==> src/source/mem_path_pkg.sv <==
package mem_path_pkg;

   ////////////////////
   // Widths

   // Data and address width
   localparam int DATA_W = 32;

   // Destination register index
   localparam int REG_ADDR_W = 5;

   // Byte lanes per data word
   localparam int LANES = 4;

   // Byte width, used for lane shifts
   localparam int BYTE_W = 8;

   ////////////////////
   // Address constants

   // Low address bits that select a byte lane
   localparam int ADDR_LO_W = 2;

   ////////////////////
   // Access size

   typedef enum logic [1:0]
   {
      SIZE_BYTE = 2'd0,
      SIZE_HALF = 2'd1,
      SIZE_WORD = 2'd2
   } access_size_e;

   ////////////////////
   // Stage slots

   // Execute slot, holds the decoded request and its operands
   typedef struct packed
   {
      logic                  valid;
      logic                  load;
      logic                  store;
      logic                  lr;
      logic                  lr_wait;
      access_size_e          size;
      logic                  is_unsigned;
      logic [REG_ADDR_W-1:0] rd;
      logic [DATA_W-1:0]     base;
      logic [DATA_W-1:0]     offset;
      logic [DATA_W-1:0]     data;
   } exe_slot_t;

   // Memory slot
   // Valid means the slot holds a memory op; load covers LR.W too
   typedef struct packed
   {
      logic                  valid;
      logic                  load;
      access_size_e          size;
      logic                  is_unsigned;
      logic [REG_ADDR_W-1:0] rd;
      logic [ADDR_LO_W-1:0]  addr_lo;
   } mem_slot_t;

endpackage

==> src/source/dmem_if.sv <==
`timescale 1ns/1ps

interface dmem_if;

   // Request side, driven from execute
   logic                               req_valid;
   logic                               wen;
   logic [mem_path_pkg::DATA_W-1:0]    addr;
   logic [mem_path_pkg::DATA_W-1:0]    wdata;
   logic [mem_path_pkg::LANES-1:0]     mask;

   // Memory takes the request
   logic                               req_yumi;

   // Return side
   logic                               ret_valid;
   logic [mem_path_pkg::DATA_W-1:0]    rdata;

   // Pipe takes the returned data
   logic                               ret_yumi;

   // Address, write data and lane mask
   modport exe_mp (output wen, addr, wdata, mask);

   // Request strobe plus the two valids it reacts to
   modport ctrl_mp (output req_valid, input req_yumi, ret_valid);

   // Data return toward the memory slot
   modport ret_mp (input ret_valid, rdata, output ret_yumi);

endinterface

==> src/source/exe_stage.sv <==
`timescale 1ns/1ps

module exe_stage
(
   input  logic                                  clk,
   input  logic                                  reset,
   input  logic                                  stall_i,
   input  logic                                  req_valid_i,
   input  logic                                  req_load_i,
   input  logic                                  req_store_i,
   input  logic                                  req_lr_i,
   input  logic                                  req_lr_wait_i,
   input  logic                                  req_unsigned_i,
   input  mem_path_pkg::access_size_e            req_size_i,
   input  logic [mem_path_pkg::REG_ADDR_W-1:0]   req_rd_i,
   input  logic [mem_path_pkg::DATA_W-1:0]       req_base_i,
   input  logic [mem_path_pkg::DATA_W-1:0]       req_offset_i,
   input  logic [mem_path_pkg::DATA_W-1:0]       req_data_i,
   dmem_if.exe_mp                                dmem,
   output mem_path_pkg::exe_slot_t               exe_o,
   output mem_path_pkg::mem_slot_t               to_mem_o
);

   mem_path_pkg::exe_slot_t                 exe_q;
   logic [mem_path_pkg::DATA_W-1:0]         addr;
   logic [mem_path_pkg::ADDR_LO_W-1:0]      lane;
   logic [mem_path_pkg::DATA_W-1:0]         store_data;
   logic [mem_path_pkg::LANES-1:0]          mask;
   logic                                    is_mem_op;

   ////////////////////
   // Execute slot

   // Only the valid bit needs a reset, the operands follow it
   always_ff @(posedge clk)
   begin
      if (reset)
      begin
         exe_q.valid <= 1'b0;
      end
      else if (!stall_i)
      begin
         // A low req_valid_i loads a bubble
         exe_q <= '{valid       : req_valid_i,
                    load        : req_load_i,
                    store       : req_store_i,
                    lr          : req_lr_i,
                    lr_wait     : req_lr_wait_i,
                    size        : req_size_i,
                    is_unsigned : req_unsigned_i,
                    rd          : req_rd_i,
                    base        : req_base_i,
                    offset      : req_offset_i,
                    data        : req_data_i};
      end
   end

   ////////////////////
   // Address and lanes

   // LR.W arrives with a zero offset, so one adder serves all ops
   assign addr = exe_q.base + exe_q.offset;
   assign lane = addr[mem_path_pkg::ADDR_LO_W-1:0];

   // Shift byte or half into its lane and mark the lanes written
   always_comb
   begin
      case (exe_q.size)
         mem_path_pkg::SIZE_BYTE:
         begin
            store_data = mem_path_pkg::DATA_W'(exe_q.data[7:0]) << {lane, 3'b000};
            mask       = {{(mem_path_pkg::LANES-1){1'b0}}, 1'b1} << lane;
         end
         mem_path_pkg::SIZE_HALF:
         begin
            store_data = mem_path_pkg::DATA_W'(exe_q.data[15:0]) << {lane, 3'b000};
            mask       = {{(mem_path_pkg::LANES-2){1'b0}}, 2'b11} << lane;
         end
         default:
         begin
            // Full word, all lanes
            store_data = exe_q.data;
            mask       = '1;
         end
      endcase
   end

   assign is_mem_op = exe_q.valid & (exe_q.load | exe_q.store | exe_q.lr);

   // Request fields toward memory
   assign dmem.wen   = exe_q.store;
   assign dmem.addr  = addr;
   assign dmem.wdata = store_data;
   assign dmem.mask  = mask;

   // Slot handed to stall control
   assign exe_o = exe_q;

   // Slot handed to the memory stage, LR.W travels as a load
   assign to_mem_o = '{valid       : is_mem_op,
                       load        : exe_q.load | exe_q.lr,
                       size        : exe_q.size,
                       is_unsigned : exe_q.is_unsigned,
                       rd          : exe_q.rd,
                       addr_lo     : lane};

   // Half accesses must stay inside one word
   assert property (@(posedge clk) disable iff (reset)
      (is_mem_op && exe_q.size == mem_path_pkg::SIZE_HALF) |-> (lane != 2'b11));

endmodule

==> src/source/stall_control.sv <==
`timescale 1ns/1ps

module stall_control
(
   input  logic                       hold_i,
   input  logic                       reservation_i,
   input  mem_path_pkg::exe_slot_t    exe_i,
   input  logic                       load_pending_i,
   dmem_if.ctrl_mp                    dmem,
   output logic                       stall_o,
   output logic                       reserve_o
);

   logic is_mem_op;
   logic is_lr;
   logic stall_lrw;
   logic stall_req;
   logic stall_load;

   ////////////////////
   // Execute slot decode

   assign is_mem_op = exe_i.valid & (exe_i.load | exe_i.store | exe_i.lr);
   assign is_lr     = exe_i.valid & exe_i.lr;

   // LR.W with the wait bit holds until the reservation clears
   assign stall_lrw = is_lr & exe_i.lr_wait & reservation_i;

   // Plain LR.W sets the reservation
   assign reserve_o = is_lr & ~exe_i.lr_wait;

   ////////////////////
   // Request strobe

   // No request goes out under hold or a blocked LR.W
   assign dmem.req_valid = is_mem_op & ~hold_i & ~stall_lrw;

   ////////////////////
   // Stall terms

   // Request not yet taken by memory
   assign stall_req = is_mem_op & ~dmem.req_yumi;

   // Memory slot load with nothing buffered and nothing on the return bus
   assign stall_load = load_pending_i & ~dmem.ret_valid;

   // One stall freezes execute, memory and write-back together
   assign stall_o = hold_i | stall_req | stall_load | stall_lrw;

endmodule

==> src/source/mem_stage.sv <==
`timescale 1ns/1ps

module mem_stage
(
   input  logic                                  clk,
   input  logic                                  reset,
   input  logic                                  stall_i,
   input  logic                                  hold_i,
   input  mem_path_pkg::mem_slot_t               from_exe_i,
   dmem_if.ret_mp                                dmem,
   output logic                                  load_pending_o,
   output logic                                  wb_valid_o,
   output logic [mem_path_pkg::REG_ADDR_W-1:0]   wb_rd_o,
   output logic [mem_path_pkg::DATA_W-1:0]       wb_data_o
);

   mem_path_pkg::mem_slot_t              mem_q;
   logic                                 buf_valid_q;
   logic [mem_path_pkg::DATA_W-1:0]      buf_data_q;
   logic                                 is_load;
   logic                                 buf_capture;
   logic [mem_path_pkg::DATA_W-1:0]      loaded;
   logic [7:0]                           ld_byte;
   logic [15:0]                          ld_half;
   logic [mem_path_pkg::DATA_W-1:0]      ld_result;
   logic                                 wb_valid_q;
   logic [mem_path_pkg::REG_ADDR_W-1:0]  wb_rd_q;
   logic [mem_path_pkg::DATA_W-1:0]      wb_data_q;

   ////////////////////
   // Memory slot

   always_ff @(posedge clk)
   begin
      if (reset)
      begin
         mem_q.valid <= 1'b0;
      end
      else if (!stall_i)
      begin
         mem_q <= from_exe_i;
      end
   end

   assign is_load = mem_q.valid & mem_q.load;

   // Returned data is taken whenever the slot holds a memory op
   assign dmem.ret_yumi = mem_q.valid & dmem.ret_valid;

   // Load still owed its data, stall control adds the live return
   assign load_pending_o = is_load & ~buf_valid_q;

   ////////////////////
   // Load buffer

   // Data that lands while the pipe is frozen is parked here
   // Hold is the usual case, any other stall term parks it too
   assign buf_capture = is_load & dmem.ret_valid & stall_i & ~buf_valid_q;

   always_ff @(posedge clk)
   begin
      if (reset)
      begin
         buf_valid_q <= 1'b0;
      end
      else if (buf_capture)
      begin
         buf_valid_q <= 1'b1;
      end
      else if (!stall_i)
      begin
         // Slot moves on, buffer is spent
         buf_valid_q <= 1'b0;
      end
   end

   always_ff @(posedge clk)
   begin
      if (buf_capture)
      begin
         buf_data_q <= dmem.rdata;
      end
   end

   ////////////////////
   // Load extraction

   assign loaded  = buf_valid_q ? buf_data_q : dmem.rdata;
   assign ld_byte = loaded[{mem_q.addr_lo, 3'b000} +: 8];

   // Half sits in the upper or lower 16 bits
   assign ld_half = mem_q.addr_lo[1] ? loaded[31:16] : loaded[15:0];

   always_comb
   begin
      case (mem_q.size)
         mem_path_pkg::SIZE_BYTE:
            ld_result = mem_q.is_unsigned ? mem_path_pkg::DATA_W'(ld_byte)
                                          : {{24{ld_byte[7]}}, ld_byte};
         mem_path_pkg::SIZE_HALF:
            ld_result = mem_q.is_unsigned ? mem_path_pkg::DATA_W'(ld_half)
                                          : {{16{ld_half[15]}}, ld_half};
         default:
            ld_result = loaded;
      endcase
   end

   ////////////////////
   // Write-back slot

   // Strobe lasts one cycle, a stall holds it low
   always_ff @(posedge clk)
   begin
      if (reset)
      begin
         wb_valid_q <= 1'b0;
      end
      else
      begin
         wb_valid_q <= is_load & ~stall_i;
      end
   end

   always_ff @(posedge clk)
   begin
      if (!stall_i)
      begin
         wb_rd_q   <= mem_q.rd;
         wb_data_q <= ld_result;
      end
   end

   assign wb_valid_o = wb_valid_q;
   assign wb_rd_o    = wb_rd_q;
   assign wb_data_o  = wb_data_q;

   // Second return before the buffer drains would be lost
   assert property (@(posedge clk) disable iff (reset)
      buf_valid_q |-> !dmem.ret_valid);

   // Load data arriving under hold is parked in the buffer
   assert property (@(posedge clk) disable iff (reset)
      (hold_i && is_load && dmem.ret_valid && !buf_valid_q) |=> buf_valid_q);

endmodule

==> src/source/mem_path_top.sv <==
`timescale 1ns/1ps

module mem_path_top
(
   input  logic                                  clk,
   input  logic                                  reset,

   // Decoded request from execute
   input  logic                                  req_valid_i,
   input  logic                                  req_load_i,
   input  logic                                  req_store_i,
   input  logic                                  req_lr_i,
   input  logic                                  req_lr_wait_i,
   input  logic                                  req_unsigned_i,
   input  mem_path_pkg::access_size_e            req_size_i,
   input  logic [mem_path_pkg::REG_ADDR_W-1:0]   req_rd_i,
   input  logic [mem_path_pkg::DATA_W-1:0]       req_base_i,
   input  logic [mem_path_pkg::DATA_W-1:0]       req_offset_i,
   input  logic [mem_path_pkg::DATA_W-1:0]       req_data_i,

   // External stall and reservation state
   input  logic                                  hold_i,
   input  logic                                  reservation_i,

   // Data memory
   output logic                                  mem_valid_o,
   output logic                                  mem_wen_o,
   output logic [mem_path_pkg::DATA_W-1:0]       mem_addr_o,
   output logic [mem_path_pkg::DATA_W-1:0]       mem_data_o,
   output logic [mem_path_pkg::LANES-1:0]        mem_mask_o,
   input  logic                                  mem_yumi_i,
   input  logic                                  mem_valid_i,
   input  logic [mem_path_pkg::DATA_W-1:0]       mem_data_i,
   output logic                                  mem_yumi_o,

   // Pipe status and write-back
   output logic                                  stall_o,
   output logic                                  reserve_o,
   output logic                                  wb_valid_o,
   output logic [mem_path_pkg::REG_ADDR_W-1:0]   wb_rd_o,
   output logic [mem_path_pkg::DATA_W-1:0]       wb_data_o
);

   mem_path_pkg::exe_slot_t   exe_slot;
   mem_path_pkg::mem_slot_t   mem_slot;
   logic                      stall;
   logic                      load_pending;

   dmem_if dmem ();

   ////////////////////
   // Memory ports

   assign mem_valid_o    = dmem.req_valid;
   assign mem_wen_o      = dmem.wen;
   assign mem_addr_o     = dmem.addr;
   assign mem_data_o     = dmem.wdata;
   assign mem_mask_o     = dmem.mask;
   assign dmem.req_yumi  = mem_yumi_i;
   assign dmem.ret_valid = mem_valid_i;
   assign dmem.rdata     = mem_data_i;
   assign mem_yumi_o     = dmem.ret_yumi;

   assign stall_o = stall;

   ////////////////////
   // Stages

   exe_stage exe_u
   (
      .clk            (clk),
      .reset          (reset),
      .stall_i        (stall),
      .req_valid_i    (req_valid_i),
      .req_load_i     (req_load_i),
      .req_store_i    (req_store_i),
      .req_lr_i       (req_lr_i),
      .req_lr_wait_i  (req_lr_wait_i),
      .req_unsigned_i (req_unsigned_i),
      .req_size_i     (req_size_i),
      .req_rd_i       (req_rd_i),
      .req_base_i     (req_base_i),
      .req_offset_i   (req_offset_i),
      .req_data_i     (req_data_i),
      .dmem           (dmem),
      .exe_o          (exe_slot),
      .to_mem_o       (mem_slot)
   );

   stall_control stall_u
   (
      .hold_i         (hold_i),
      .reservation_i  (reservation_i),
      .exe_i          (exe_slot),
      .load_pending_i (load_pending),
      .dmem           (dmem),
      .stall_o        (stall),
      .reserve_o      (reserve_o)
   );

   mem_stage mem_u
   (
      .clk            (clk),
      .reset          (reset),
      .stall_i        (stall),
      .hold_i         (hold_i),
      .from_exe_i     (mem_slot),
      .dmem           (dmem),
      .load_pending_o (load_pending),
      .wb_valid_o     (wb_valid_o),
      .wb_rd_o        (wb_rd_o),
      .wb_data_o      (wb_data_o)
   );

endmodule

==> config.mk <==
export PLATFORM = sky130hd
export DESIGN_NAME = mem_path_top
export DESIGN_NICKNAME = d
export VERILOG_FILES = /design/src/source/mem_path_pkg.sv /design/src/source/dmem_if.sv /design/src/source/exe_stage.sv /design/src/source/stall_control.sv /design/src/source/mem_stage.sv /design/src/source/mem_path_top.sv
export SDC_FILE = /design/constraint.sdc
export NUM_CORES = 1
export LEC_CHECK = 0
export ABC_AREA = 1
export BUFFER_PORTS_ARGS = -buffer_cell sky130_fd_sc_hd__buf_4
export CORE_UTILIZATION = 50
export CTS_CLUSTER_DIAMETER = 120
export CTS_CLUSTER_SIZE = 12
export DETAILED_ROUTE_END_ITERATION = 10
export PLACE_DENSITY = 0.82
export RECOVER_POWER = 100
export SLEW_MARGIN = 40
export SYNTH_ARGS = -nofsm -noshare
export SYNTH_HDL_FRONTEND = slang
export SYNTH_SLANG_ARGS = --single-unit
==> constraint.sdc <==
create_clock -name clk -period 9.37 [get_ports clk]
set_input_delay 1.874 -clock clk [delete_from_list [all_inputs] [get_ports clk]]
set_output_delay 1.874 -clock clk [all_outputs]
set_load 0.005 [all_outputs]
* Word level (Yosys, flattened, before mapping)
Index checks and enable logic that the tools add are counted.
Storage, ports and cells: register bits after elaboration 192, bits in latches 0, bits in writable memories 0, memory bits (read-only) 0, input port bits 147, output and inout port bits 111, memories kept 0
Operators by class: $add $sub $neg 1, $mul 0, divide/modulo/power cells 0, order comparisons 0, eq/ne operators 3, shift operators 5, mux-type cells 9, bitwise operators 30, reductions and logical operators 3
Operators by type and width (number):
- $pmux W32 S2 | 2
- $mux W32 | 3
- $add A32 B32 Y32 | 1
- $shiftx A32 B6 Y8 | 1
- $shl A16 B5 Y32 | 1
- $shl A8 B5 Y32 | 1
- $and A1 B1 Y1 | 16
- $mux W16 | 1
- $not A1 Y1 | 8
- $pmux W4 S2 | 1
- $or A1 B1 Y1 | 6
- $eq A2 B1 Y1 const B | 2
- $logic_not A2 Y1 | 2
- $shl A1 B2 Y4 const A | 1
- $shl A2 B2 Y4 const A | 1
- $mux W1 | 2
- $ne A2 B1 Y1 const B | 1
- $reduce_and A2 Y1 | 1

* Depth between registers and ports, before layout
Gate-level depths: netlist (run 1).
word-level depth 10, gate-level depth with buffers 12, gate-level depth less buffers 12

* Cells and area by module
A second synthesis (run 1) with hierarchy kept.
Second synthesis, totals: cells, all modules 1075, area total of the unflattened synthesis 10033.4 sq um
Modules (own cells, without submodules):
- exe_stage | instances 1, cells each 748, area each 6291.0 sq um
- mem_stage | instances 1, cells each 309, area each 3669.8 sq um
- stall_control | instances 1, cells each 18, area each 72.6 sq um

* Worst setup path after synthesis (run 1)
OpenSTA, ideal clock, no wires.
path type input to register, from in reservation_i, to reg exe_u.exe_q, in the netlist exe_u.dmem.wen (enable), data arrival time 7.274 ns, data required time 8.768 ns, path slack 1.494 ns, cell stages on the path 5, buffers on the path 0, cells stage by stage nand2_1 > nor2_1 > nor2_1 > nand3_2 > nor2_1
On the way: cells in the longest elaborated chain, start to end 4
Ends and longest elaborated chain:
- start, declared | line mem_path_top.sv:23 | input logic reservation_i,
- $and A1 B1 Y1 | line stall_control.sv:27 | assign stall_lrw = is_lr & exe_i.lr_wait & reservation_i;
- $or A1 B1 Y1 | line stall_control.sv:48 | assign stall_o = hold_i | stall_req | stall_load | stall_lrw;
- named net stall_o | line mem_path_top.sv:37 | output logic stall_o,
- $not A1 Y1 (no line)
- $reduce_and A2 Y1 (no line)
- end signal, assigned | line exe_stage.sv:44 | exe_q <= '{valid : req_valid_i,
- end, declared | line exe_stage.sv:24 | mem_path_pkg::exe_slot_t exe_q;
The timed path passes the listed nets, and every way through them passes these cells. A chain may end at the register's enable or synchronous reset.

* Final worst setup path (run 1)
from in reservation_i, to reg exe_u.exe_q, in the netlist exe_u.exe_o[107] (enable)
On the way: cells in the longest elaborated chain, start to end 4
Ends and longest elaborated chain (line):
- $and A1 B1 Y1 | stall_control.sv:27
- $or A1 B1 Y1 | stall_control.sv:48
- $not A1 Y1 (no line)
- $reduce_and A2 Y1 (no line)
No other way between the ends.

==> results of run 1 <==
## layout by cell type (no fill, tap or decap), types with 29 or more instances in the layout
cell / Yosys / final
a21oi_1: 28 / 29
clkbuf_1: 10 / 34
clkbuf_4: 0 / 205
edfxtp_1: 188 / 188
ha_1: 31 / 31
inv_1: 150 / 151
nand2_1: 351 / 351
nand3_1: 58 / 60
nor2_1: 64 / 63
o21ai_0: 53 / 58
## flip-flops by register name (all words and copies together), names as in the netlist
| name | count |
|---|---|
| exe_u.dmem.wen | 1 |
| exe_u.exe_o | 108 |
| mem_u.buf_data_q | 32 |
| mem_u.buf_valid_q | 1 |
| mem_u.mem_q | 12 |
| mem_u.wb_data_o | 32 |
| mem_u.wb_rd_o | 5 |
| mem_u.wb_valid_o | 1 |
## path summary, 6_finish.rpt
path,start,endpoint,cells after the start
hold / removal,exe_u.exe_o[101]$_DFFE_PP_,mem_u.mem_q[7]$_DFFE_PP_,0
hold reg to reg,exe_u.exe_o[101]$_DFFE_PP_,mem_u.mem_q[7]$_DFFE_PP_,0
setup / recovery,reservation_i,exe_u.exe_o[107]$_DFFE_PP_,8
setup reg to reg,mem_u.buf_valid_q$_SDFFE_PP0P_,exe_u.exe_o[107]$_DFFE_PP_,7
## metrics by stage
step	area (um2)	hold slack (ps)	setup WS, ps	utilization, %	total power [uW]
after floorplan	9995	400.3	1494	-	1205
after global placement	12150	400.7	4790	62.23	1371
after detailed placement	12180	404.5	4766	62.37	1380
after CTS	12730	418.3	4411	65.22	2070
after global routing	12570	423.3	3269	64.37	2128
final	12570	413.8	3583	64.39	2045
## power groups by stage
stage	logic, uW	clock network, uW	registers [uW]
3_3_place_gp	345	0	1030
2_1_floorplan	178	0	1030
3_5_place_dp	354	0	1030
5_1_grt	377	739	1010
6_report	340	696	1010
4_1_cts	356	706	1010
## area by class of cell
type	instances	area, um2	area share [%]
multi-input cells	705	3513	27.95
clock inverters	13	123.9	0.9853
repair buffers	263	1854	14.75
well taps	265	331.6	2.637
inverters	156	585.6	4.658
diodes	2	5.005	0.03981
flip-flops and latches	192	5725	45.54
clock buffers	19	432.9	3.443
## critical path: stages
cell and delay (ps):
clkbuf_4 100, nand2_1 50, nor2_1 40, nor2_1 120
nand3_1 270, nor2_4 150, clkbuf_1 2250, buf_4 920
## cells by family (layout without fill, tap and decap cells)
| logic type | count (synthesis) | after routing |
|---|---|---|
| AND/OR/NAND/NOR | 530 | 530 |
| flip-flops | 192 | 192 |
| buffers and inverters | 181 | 451 |
| AO/OA/AOI/OAI | 120 | 120 |
| adder cells (fa/ha/maj) | 32 | 32 |
| XOR/XNOR | 15 | 15 |
| multiplexers | 8 | 8 |
| other | 0 | 2 |
## layer usage
metal / vias up / GRT usage, % / part of all wire, %
li1: 4062 / - / -
met1: 3756 / 29.73 / 39
met2: 387 / 42.97 / 51
met3: 42 / 5.398 / 7.6
met4: 2 / 8.679 / 2.2
met5: - / 0 / 0.053
==> impl_metrics.toml, run 1 <==
[drt]
drc = 0
drt_iter0_drc = 574
num_vias = 8249
dr.pass1.iters = 6
ant_nets = 0
wl_um = 24760
wl_per_cell_um = 15.33
viasPerCell = 5.108

[clocking]
ctsHoldBuffers = 0
cts_root_buf = "clkbuf_16"
post_cts_buffers = 0
clkTransAtPathRegs_ps = 70
insertion_delay_ps = 430
post_cts_resized = 0
cts_made_buffers = 17
cts_tree = "yes"
clockBufferDepth = 2
ctsHtreeMaxLevel = 4
clkSinkCount = 192

[logic_synthesis]
syn_avg_cell_area_um2 = 9.271
synth.most_common_cell = "nand2_1"
synth_mux_area_share_pct = 0.8012
yosys.area.top_type = "edfxtp_1"
synth_top_area_share_pct = 56.48
yosys_warnings = 0
synth_fa_ha_area_share_pct = 4.081
synth_cell_type_count = 41
netlist_area_um2 = 9995
synth.ff_latch_count = 192
ys_dominant_reg_cell = "edfxtp_1"
synth_compound_area_share_pct = 6.860
synth-async-reset-ratio_pct = 0
synth_top_family_by_area = "simple AND/OR/NAND/NOR gates"
synthCells = 1078
synth_xor_area_share_pct = 1.314
yosys.area_share.simple_pct = 22.27
ys_top_cells_by_area = "edfxtp_1 (56%), nand2_1 (13%), inv_1 (5.6%), ha_1 (3.9%), nand3_1 (2.9%)"
ys_seq_area_share_pct = 57.29
syn_nets = 1257
synth_edf_count = 188
synth_commonest_cells = "nand2_1 (351), edfxtp_1 (188), inv_1 (150), nor2_1 (64), nand3_1 (58)"

[pwr]
switchingPower_uw = 528.8
leakage_uw = 0.005818
power_switching_share_pct = 25.86
p_per_area_nw_per_um2 = 162.6
p_comb_share_pct = 16.7
pwr-share-seq_pct = 49.3
vdd_drop_max_mv = 0.1295
power.share.clock_pct = 34.0
internal-power_uw = 1516

[floorplan]
core_um2 = 19530
die_w_um = 143.4
rows = 51
io-pin-count = 258
die_area_um2 = 20560
die_y_um = 143.4
start_util_pct = 51.19

[global_route]
grt.overflow.total = 0
antenna_found_initial = 2
grt_usage_pct = 24.55
grt_first_pass_wirelength_um = 38170
grt_max_degree = 66
grt_pass1_vias = 7653

[job]
cap_violations = 3

[critical_path]
path_max_fanout = 65
startpoint_type = "input pin"
worst-endpoint-required_ps = 9430
end_kind = "register"
crit_type = "input pin to register"
worstPathArrival_ps = 5850
regToRegSetupSlack_ps = 4230

[timing]
setup_viol_count_final = 0
relSlewSlack_pct = -113.2
drv_slew = 114
fin_crit_ps = 5787
min_period_over_period_pct = 61.76
max_freq_mhz = 172.8
worst_slew_pin_slew_ps = 3198
grt_setup_unrepaired = "false"
final_hold_viol_count = 0
tns_ps = 0
finalClockSkew_ps = 9.825

[hold_path]
hp-class = "register to register"

[cells_and_area]
syn_to_final_growth_pct = 25.79
drive_gt1_share_pct = 22.11
finalNonFillerCells = 1615
fill_cells = 1639
fin_nets = 1514

[run_status]
failed_checks = "capacitance limit, slew limit"
status = "complete, but fails checks"

[place]
gp_congestion = 0.9349
port_buffers = 257
dp_cells = 1581
dp_hpwl_um = 19090
(Power assumes the default switching activity.)
==> inputs of run 2 (changes only) <==
- ABC_AREA: 1 -> 0
- CORE_UTILIZATION: 50 -> 48
- PLACE_DENSITY: 0.82 -> 0.83
- clock period: 9.37 -> 5.3 ns (I/O delays scaled with it)
==> run 2 against run 1 <==
  * The run still ends with capacitance limit, slew limit left
  * Clock power is 85% higher
  * Sequential cell count stayed put
  * Routed wire length is 12% lower
  * Non-clock buffer count stayed put
  * Worst hold slack better by 7.4 ps
  * Critical path depth is 2 lower
  * Cell count is 26% lower
  * Register-to-register slack worse by 3200 ps
  * Setup slack worse by 2500 ps
  * Clock-buffer cell count is 1 lower
  * Critical path type unchanged
  * Largest cell class unchanged
  * Highest routed layer is now met4
==> impl_metrics.toml, run 2 <==
[logic_synthesis]
ys_dominant_reg_cell = "edfxtp_1"
synth_commonest_cells = "edfxtp_1 (188), nand2_1 (70), a21oi_1 (40), nor2_1 (38), o21ai_0 (35)"
ys_seq_area_share_pct = 62.56
synth_mux_area_share_pct = 4.539
ys_top_cells_by_area = "edfxtp_1 (62%), ha_1 (4.2%), nand2_1 (2.9%), a21oi_1 (2.2%), mux2i_1 (2.1%)"
syn_avg_cell_area_um2 = 13.06
netlist_area_um2 = 9153
synth_top_area_share_pct = 61.68
yosys.area.top_type = "edfxtp_1"
synth_xor_area_share_pct = 2.775
synthCells = 701
yosys_warnings = 0
synth_compound_area_share_pct = 13.78
yosys.area_share.simple_pct = 9.487
syn_nets = 880
synth_edf_count = 188
synth.most_common_cell = "edfxtp_1"
synth_top_family_by_area = "compound AO/OA/AOI/OAI gates"
synth_cell_type_count = 64
synth-async-reset-ratio_pct = 0
synth_fa_ha_area_share_pct = 4.457
synth.ff_latch_count = 192

[cells_and_area]
largest_reg_flops = 108
final_area_um2 = 11650
final_cell_mix = "clkbuf_4 (191), edfxtp_1 (188), nand2_1 (70)"
layout_commonest_cell = "clkbuf_4"
antenna_cells = 0
drive_gt1_share_pct = 29.08
multi_input_area_um2 = 3168
register_area_um2 = 5725
fin_util_pct = 62.29
fill_cells = 1467
syn_to_final_growth_pct = 27.31
fin_nets = 1129

[timing]
grt_setup_unrepaired = "false"
tns_ps = 0
finalClockSkew_ps = 10.96
min_period_over_period_pct = 80.30
fin_crit_ps = 4256
whs_ps = 421.2
final_hold_viol_count = 0
setup_viol_count_final = 0
worst_slew_pin_slew_ps = 2967
drv_slew = 269
max_freq_mhz = 235.0
fin_ws_ps = 1044
relSlewSlack_pct = -97.80

[drt]
dr.pass1.iters = 5
drt_iter0_drc = 530
drc = 0
ant_nets = 0
wl_um = 21810
viasPerCell = 5.635
wl_per_cell_um = 18.22
num_vias = 6745

[clocking]
clkTransAtPathRegs_ps = 70
clockBufferDepth = 2
post_cts_resized = 0
cts_made_buffers = 17
insertion_delay_ps = 430
ctsHoldBuffers = 0
ctsHtreeMaxLevel = 4
cts_root_buf = "clkbuf_16"
clkSinkCount = 192
post_cts_buffers = 0
cts_tree = "yes"

[floorplan]
io-pin-count = 258
core_um2 = 18710
die_y_um = 140.1
die_w_um = 140.1
rows = 50
die_area_um2 = 19620
start_util_pct = 48.93

[global_route]
antenna_found_initial = 0
grt_usage_pct = 22.81
grt_first_pass_wirelength_um = 34490
grt_max_degree = 120
grt_pass1_vias = 6648
grt.overflow.total = 0

[critical_path]
path_max_fanout = 119
rr_worst_depth = 6
startpoint_type = "input pin"
regToRegSetupSlack_ps = 1050
worst-endpoint-required_ps = 5270
end_kind = "register"
reg2reg_from = "exe_u.exe_o[105]$_DFFE_PP_"
crit_type = "input pin to register"
rr_endpoint = "mem_u.mem_q[0]$_DFFE_PP_"
worstPathArrival_ps = 4230

[pwr]
vdd_drop_max_mv = 0.2108
leakage_uw = 0.004486
p_per_area_nw_per_um2 = 310.8

[hold_path]
hold_path_end = "mem_u.mem_q[7]$_DFFE_PP_"
hp-class = "register to register"
hold_start = "exe_u.exe_o[101]$_DFFE_PP_"
holdPathStages = 0

[place]
dp_hpwl_um = 15860
postPlaceCellArea_um2 = 11280
gp_congestion = 0.9057
pre_cts_ws_ps = 1808
port_buffers = 257

[run_status]
status = "complete, but fails checks"
failed_checks = "capacitance limit, slew limit"

[job]
cap_violations = 5
==> run 2: changes by cell type after synthesis, moves of 18 or more <==
cell,previous run,this run
a22oi_1,0,22
inv_1,150,12
nand2_1,351,70
nand3_1,58,13
nor2_1,64,38
o21ai_0,53,35
or2_2,26,1
==> run 2: final cells by class <==
class / count / area share [%]
tap: 234 / 2.513
timing repair buffer: 263 / 15.60
sequential: 192 / 49.14
multi-input combinational: 464 / 27.19
inverter: 12 / 0.3866
clock buffer: 18 / 3.683
clock inverter: 14 / 1.493
==> run 2: where the power goes <==
part | switching [uW] | total (uW) | internal, uW | leakage [uW]
Sequential | 28.6 | 1780 | 1750 | 0.00180
Combinational | 285 | 549 | 265 | 0.00240
Clock | 612 | 1290 | 678 | 0.000288
Total | 926 | 3620 | 2700 | 0.00449
==> run 2: how the worst max path moves through the flow <==
stage | endpoint | from
2_1_floorplan | mem_u.buf_data_q[0]$_DFFE_PP_ | reservation_i
3_3_place_gp | mem_data_o[15] | exe_u.exe_o[32]$_DFFE_PP_
3_5_place_dp | mem_addr_o[28] | exe_u.exe_o[64]$_DFFE_PP_
4_1_cts | mem_addr_o[28] | exe_u.exe_o[64]$_DFFE_PP_
5_1_grt | exe_u.exe_o[65]$_DFFE_PP_ | exe_u.exe_o[105]$_DFFE_PP_
6_report | mem_u.mem_q[0]$_DFFE_PP_ | reservation_i
==> run 2: worst max-delay path: stages <==
cell and delay, ps:
clkbuf_4 110, a41oi_1 240, o21a_1 240, o31ai_1 240, nor2_4 140, clkbuf_2 1990
==> run 2: cells by family after synthesis <==
kind of cell / Yosys count
compound gates: 190
xor+xnor: 29
fa+ha+maj: 32
buf+inv: 45
flops: 192
mux: 36
simple gates: 177
==> run 2: stage by stage <==
| stage | instances | total power [uW] |
|---|---|---|
| 2_1_floorplan | 701 | 2093 |
| 3_3_place_gp | 1165 | 2379 |
| 3_5_place_dp | 1165 | 2395 |
| 4_1_cts | 1197 | 3680 |
| 5_1_grt | 1197 | 3755 |
| 6_report | 1197 | 3622 |
==> run 2: layer usage <==
layer	vias to the layer above	share of wire [%]	wire [um]	global-route usage [%]
met5	-	0	0	0
met4	0	2.5	551	8.213
met3	39	6.1	1335	5.402
met2	294	50	10970	38.79
met1	3230	41	8951	28.45
li1	3182	-	-	-
==> inputs of run 3 (changes only) <==
- CORE_UTILIZATION: 48 -> 50
- clock period: 5.3 -> 4 ns (I/O delays scaled with it)
==> run 3 against run 2 <==
  * The run still ends with capacitance limit, slew limit left
  * Power is 30% higher
  * Sequential power grew 33%
  * Die area decreased by 3.9%
  * Clock power is 27% higher
  * Worst hold slack gained 1.0 ps
  * Cell count shrank 0.50%
  * Sequential share of layout area is 0.31 points higher
  * Clock-buffer cell count shrank 1
  * Core utilization up 2.2 points
  * First-iteration DRC count is 1.1% higher
  * Routed wire length down 1.0%
  * Sequential cell count is the same
  * Largest cell class unchanged
==> impl_metrics.toml, run 3 (synthesis gave the netlist of run 2 again) <==
[critical_path]
rr_worst_depth = 5
crit_family = "compound AO/OA/AOI/OAI gates"
path_max_fanout = 5
timing.critical_path.buf_inv = 1
crit_type = "register to output port"
regToRegSetupSlack_ps = 560
slowest_stage = "a32oi_1"
worstPathArrival_ps = 2910
worstPathCellList = "ha_1, a21o_1, a31o_2, nor2_1, o31ai_1, a32oi_1, o21ai_0, xor2_1, buf_4"
critPathMaxStageDelay_ps = 430
reg2reg_from = "mem_u.mem_q[1]$_DFFE_PP_"
end_kind = "output port"
startpoint_type = "register"
worst-endpoint-required_ps = 3200
rr_endpoint = "mem_u.wb_data_o[29]$_DFFE_PN_"

[job]
cap_violations = 3

[timing]
min_period_over_period_pct = 92.68
worst_slew_pin_slew_ps = 1790
setup_viol_count_final = 0
tns_ps = 0
max_freq_mhz = 269.7
drv_slew = 154
grt_setup_unrepaired = "false"
final_hold_viol_count = 0
whs_ps = 422.3
fin_crit_ps = 3707
finalClockSkew_ps = 10.65
relSlewSlack_pct = -19.32

[cells_and_area]
antenna_cells = 0
syn_to_final_growth_pct = 26.51
final_area_um2 = 11580
final_cell_mix = "edfxtp_1 (188), clkbuf_4 (183), nand2_1 (70)"
finalNonFillerCells = 1191
drive_gt1_share_pct = 27.96
fin_nets = 1129
layout_commonest_cell = "edfxtp_1"
largest_reg_flops = 108

[place]
postPlaceCellArea_um2 = 11280
port_buffers = 257
dp_hpwl_um = 15840
dp_cells = 1160
gp_congestion = 0.8895

[clocking]
cts_root_buf = "clkbuf_16"
cts_made_buffers = 17
post_cts_resized = 0
post_cts_buffers = 0
insertion_delay_ps = 430
clkTransAtPathRegs_ps = 70
clockBufferDepth = 2
clkSinkCount = 192
ctsHoldBuffers = 0
cts_tree = "yes"
ctsHtreeMaxLevel = 4

[floorplan]
start_util_pct = 50.95
die_y_um = 137.3
die_w_um = 137.3
core_um2 = 17960
rows = 49
die_area_um2 = 18850
io-pin-count = 258

[global_route]
grt_pass1_vias = 6366
grt.overflow.total = 0
grt_max_degree = 120
grt_first_pass_wirelength_um = 32390
antenna_found_initial = 0
grt_usage_pct = 22.95

[run_status]
status = "complete, but fails checks"
failed_checks = "capacitance limit, slew limit"

[drt]
num_vias = 6836
dr.pass1.iters = 5
drt_iter0_drc = 536
drc = 0
ant_nets = 0
wl_um = 21590
wl_per_cell_um = 18.13
viasPerCell = 5.740

[hold_path]
holdPathStages = 0
hold_path_end = "mem_u.mem_q[7]$_DFFE_PP_"
hp-class = "register to register"
hold_start = "exe_u.exe_o[101]$_DFFE_PP_"

[pwr]
power_switching_share_pct = 25.97
finalPower_uw = 4722
switchingPower_uw = 1226
power.share.clock_pct = 34.8
p_per_area_nw_per_um2 = 407.8
vdd_drop_max_mv = 0.2926
internal-power_uw = 3496
p_comb_share_pct = 15.2
leakage_uw = 0.004443
pwr-share-seq_pct = 50.0
## run 3: cell count changes in the layout (fill, tap and decap cells not counted), sizes merged
| cell | change |
|---|---|
| inv | -1 |
| clkinv | +2 |
| clkbuf | -1 |
| bufinv | -1 |
## run 3: routing by layer
metal | GRT usage (%) | up-vias | wire [um]
met1 | 29.58 | 3288 | 8796
met5 | 0 | - | 0
met2 | 38.50 | 324 | 10930
li1 | - | 3187 | -
met3 | 4.157 | 37 | 1396
met4 | 8.852 | 0 | 468
## run 3: layout make-up
cell class                 count  area [um2]
clock buffer                  17       425.4
clock inverter                14       151.4
fill                        1399        6385
inverter                      12       45.04
multi-input combinational    464        3161
sequential                   192        5725
tap                          229       286.5
timing repair buffer         263        1784
## run 3: power by group through the flow
stage / combinational, uW / sequential (uW) / clock (uW)
after global routing: 785 / 2370 / 1740
after floorplan: 378 / 2390 / 0
after global placement: 751 / 2400 / 0
final: 718 / 2360 / 1640
after CTS: 770 / 2360 / 1680
after detailed placement: 765 / 2400 / 0
## run 3: metrics by stage
stage               utilization, %  setup WS, ps
detailed placement           62.78         790.6
floorplan                        -         415.1
CTS                          65.99         312.0
global route                 64.46         130.7
finish                       64.46         292.7
global placement             62.76         831.3
## run 3: worst register-to-register path: cells and delay by family (launching register included)
kind	cells	cell delay, ps
mux	2	470
flops	1	770
simple gates	2	1790
compound gates	1	240
## run 3: worst max path at each step
stage | start | end | cells past startpoint
after floorplan | reservation_i | exe_u.dmem.wen$_DFFE_PP_ | 4
after global routing | exe_u.exe_o[35]$_DFFE_PP_ | mem_addr_o[25] | 9
final | exe_u.exe_o[36]$_DFFE_PP_ | mem_addr_o[29] | 9
after detailed placement | exe_u.exe_o[32]$_DFFE_PP_ | mem_addr_o[30] | 11
after global placement | exe_u.exe_o[32]$_DFFE_PP_ | mem_addr_o[30] | 11
after CTS | exe_u.exe_o[32]$_DFFE_PP_ | mem_addr_o[30] | 11
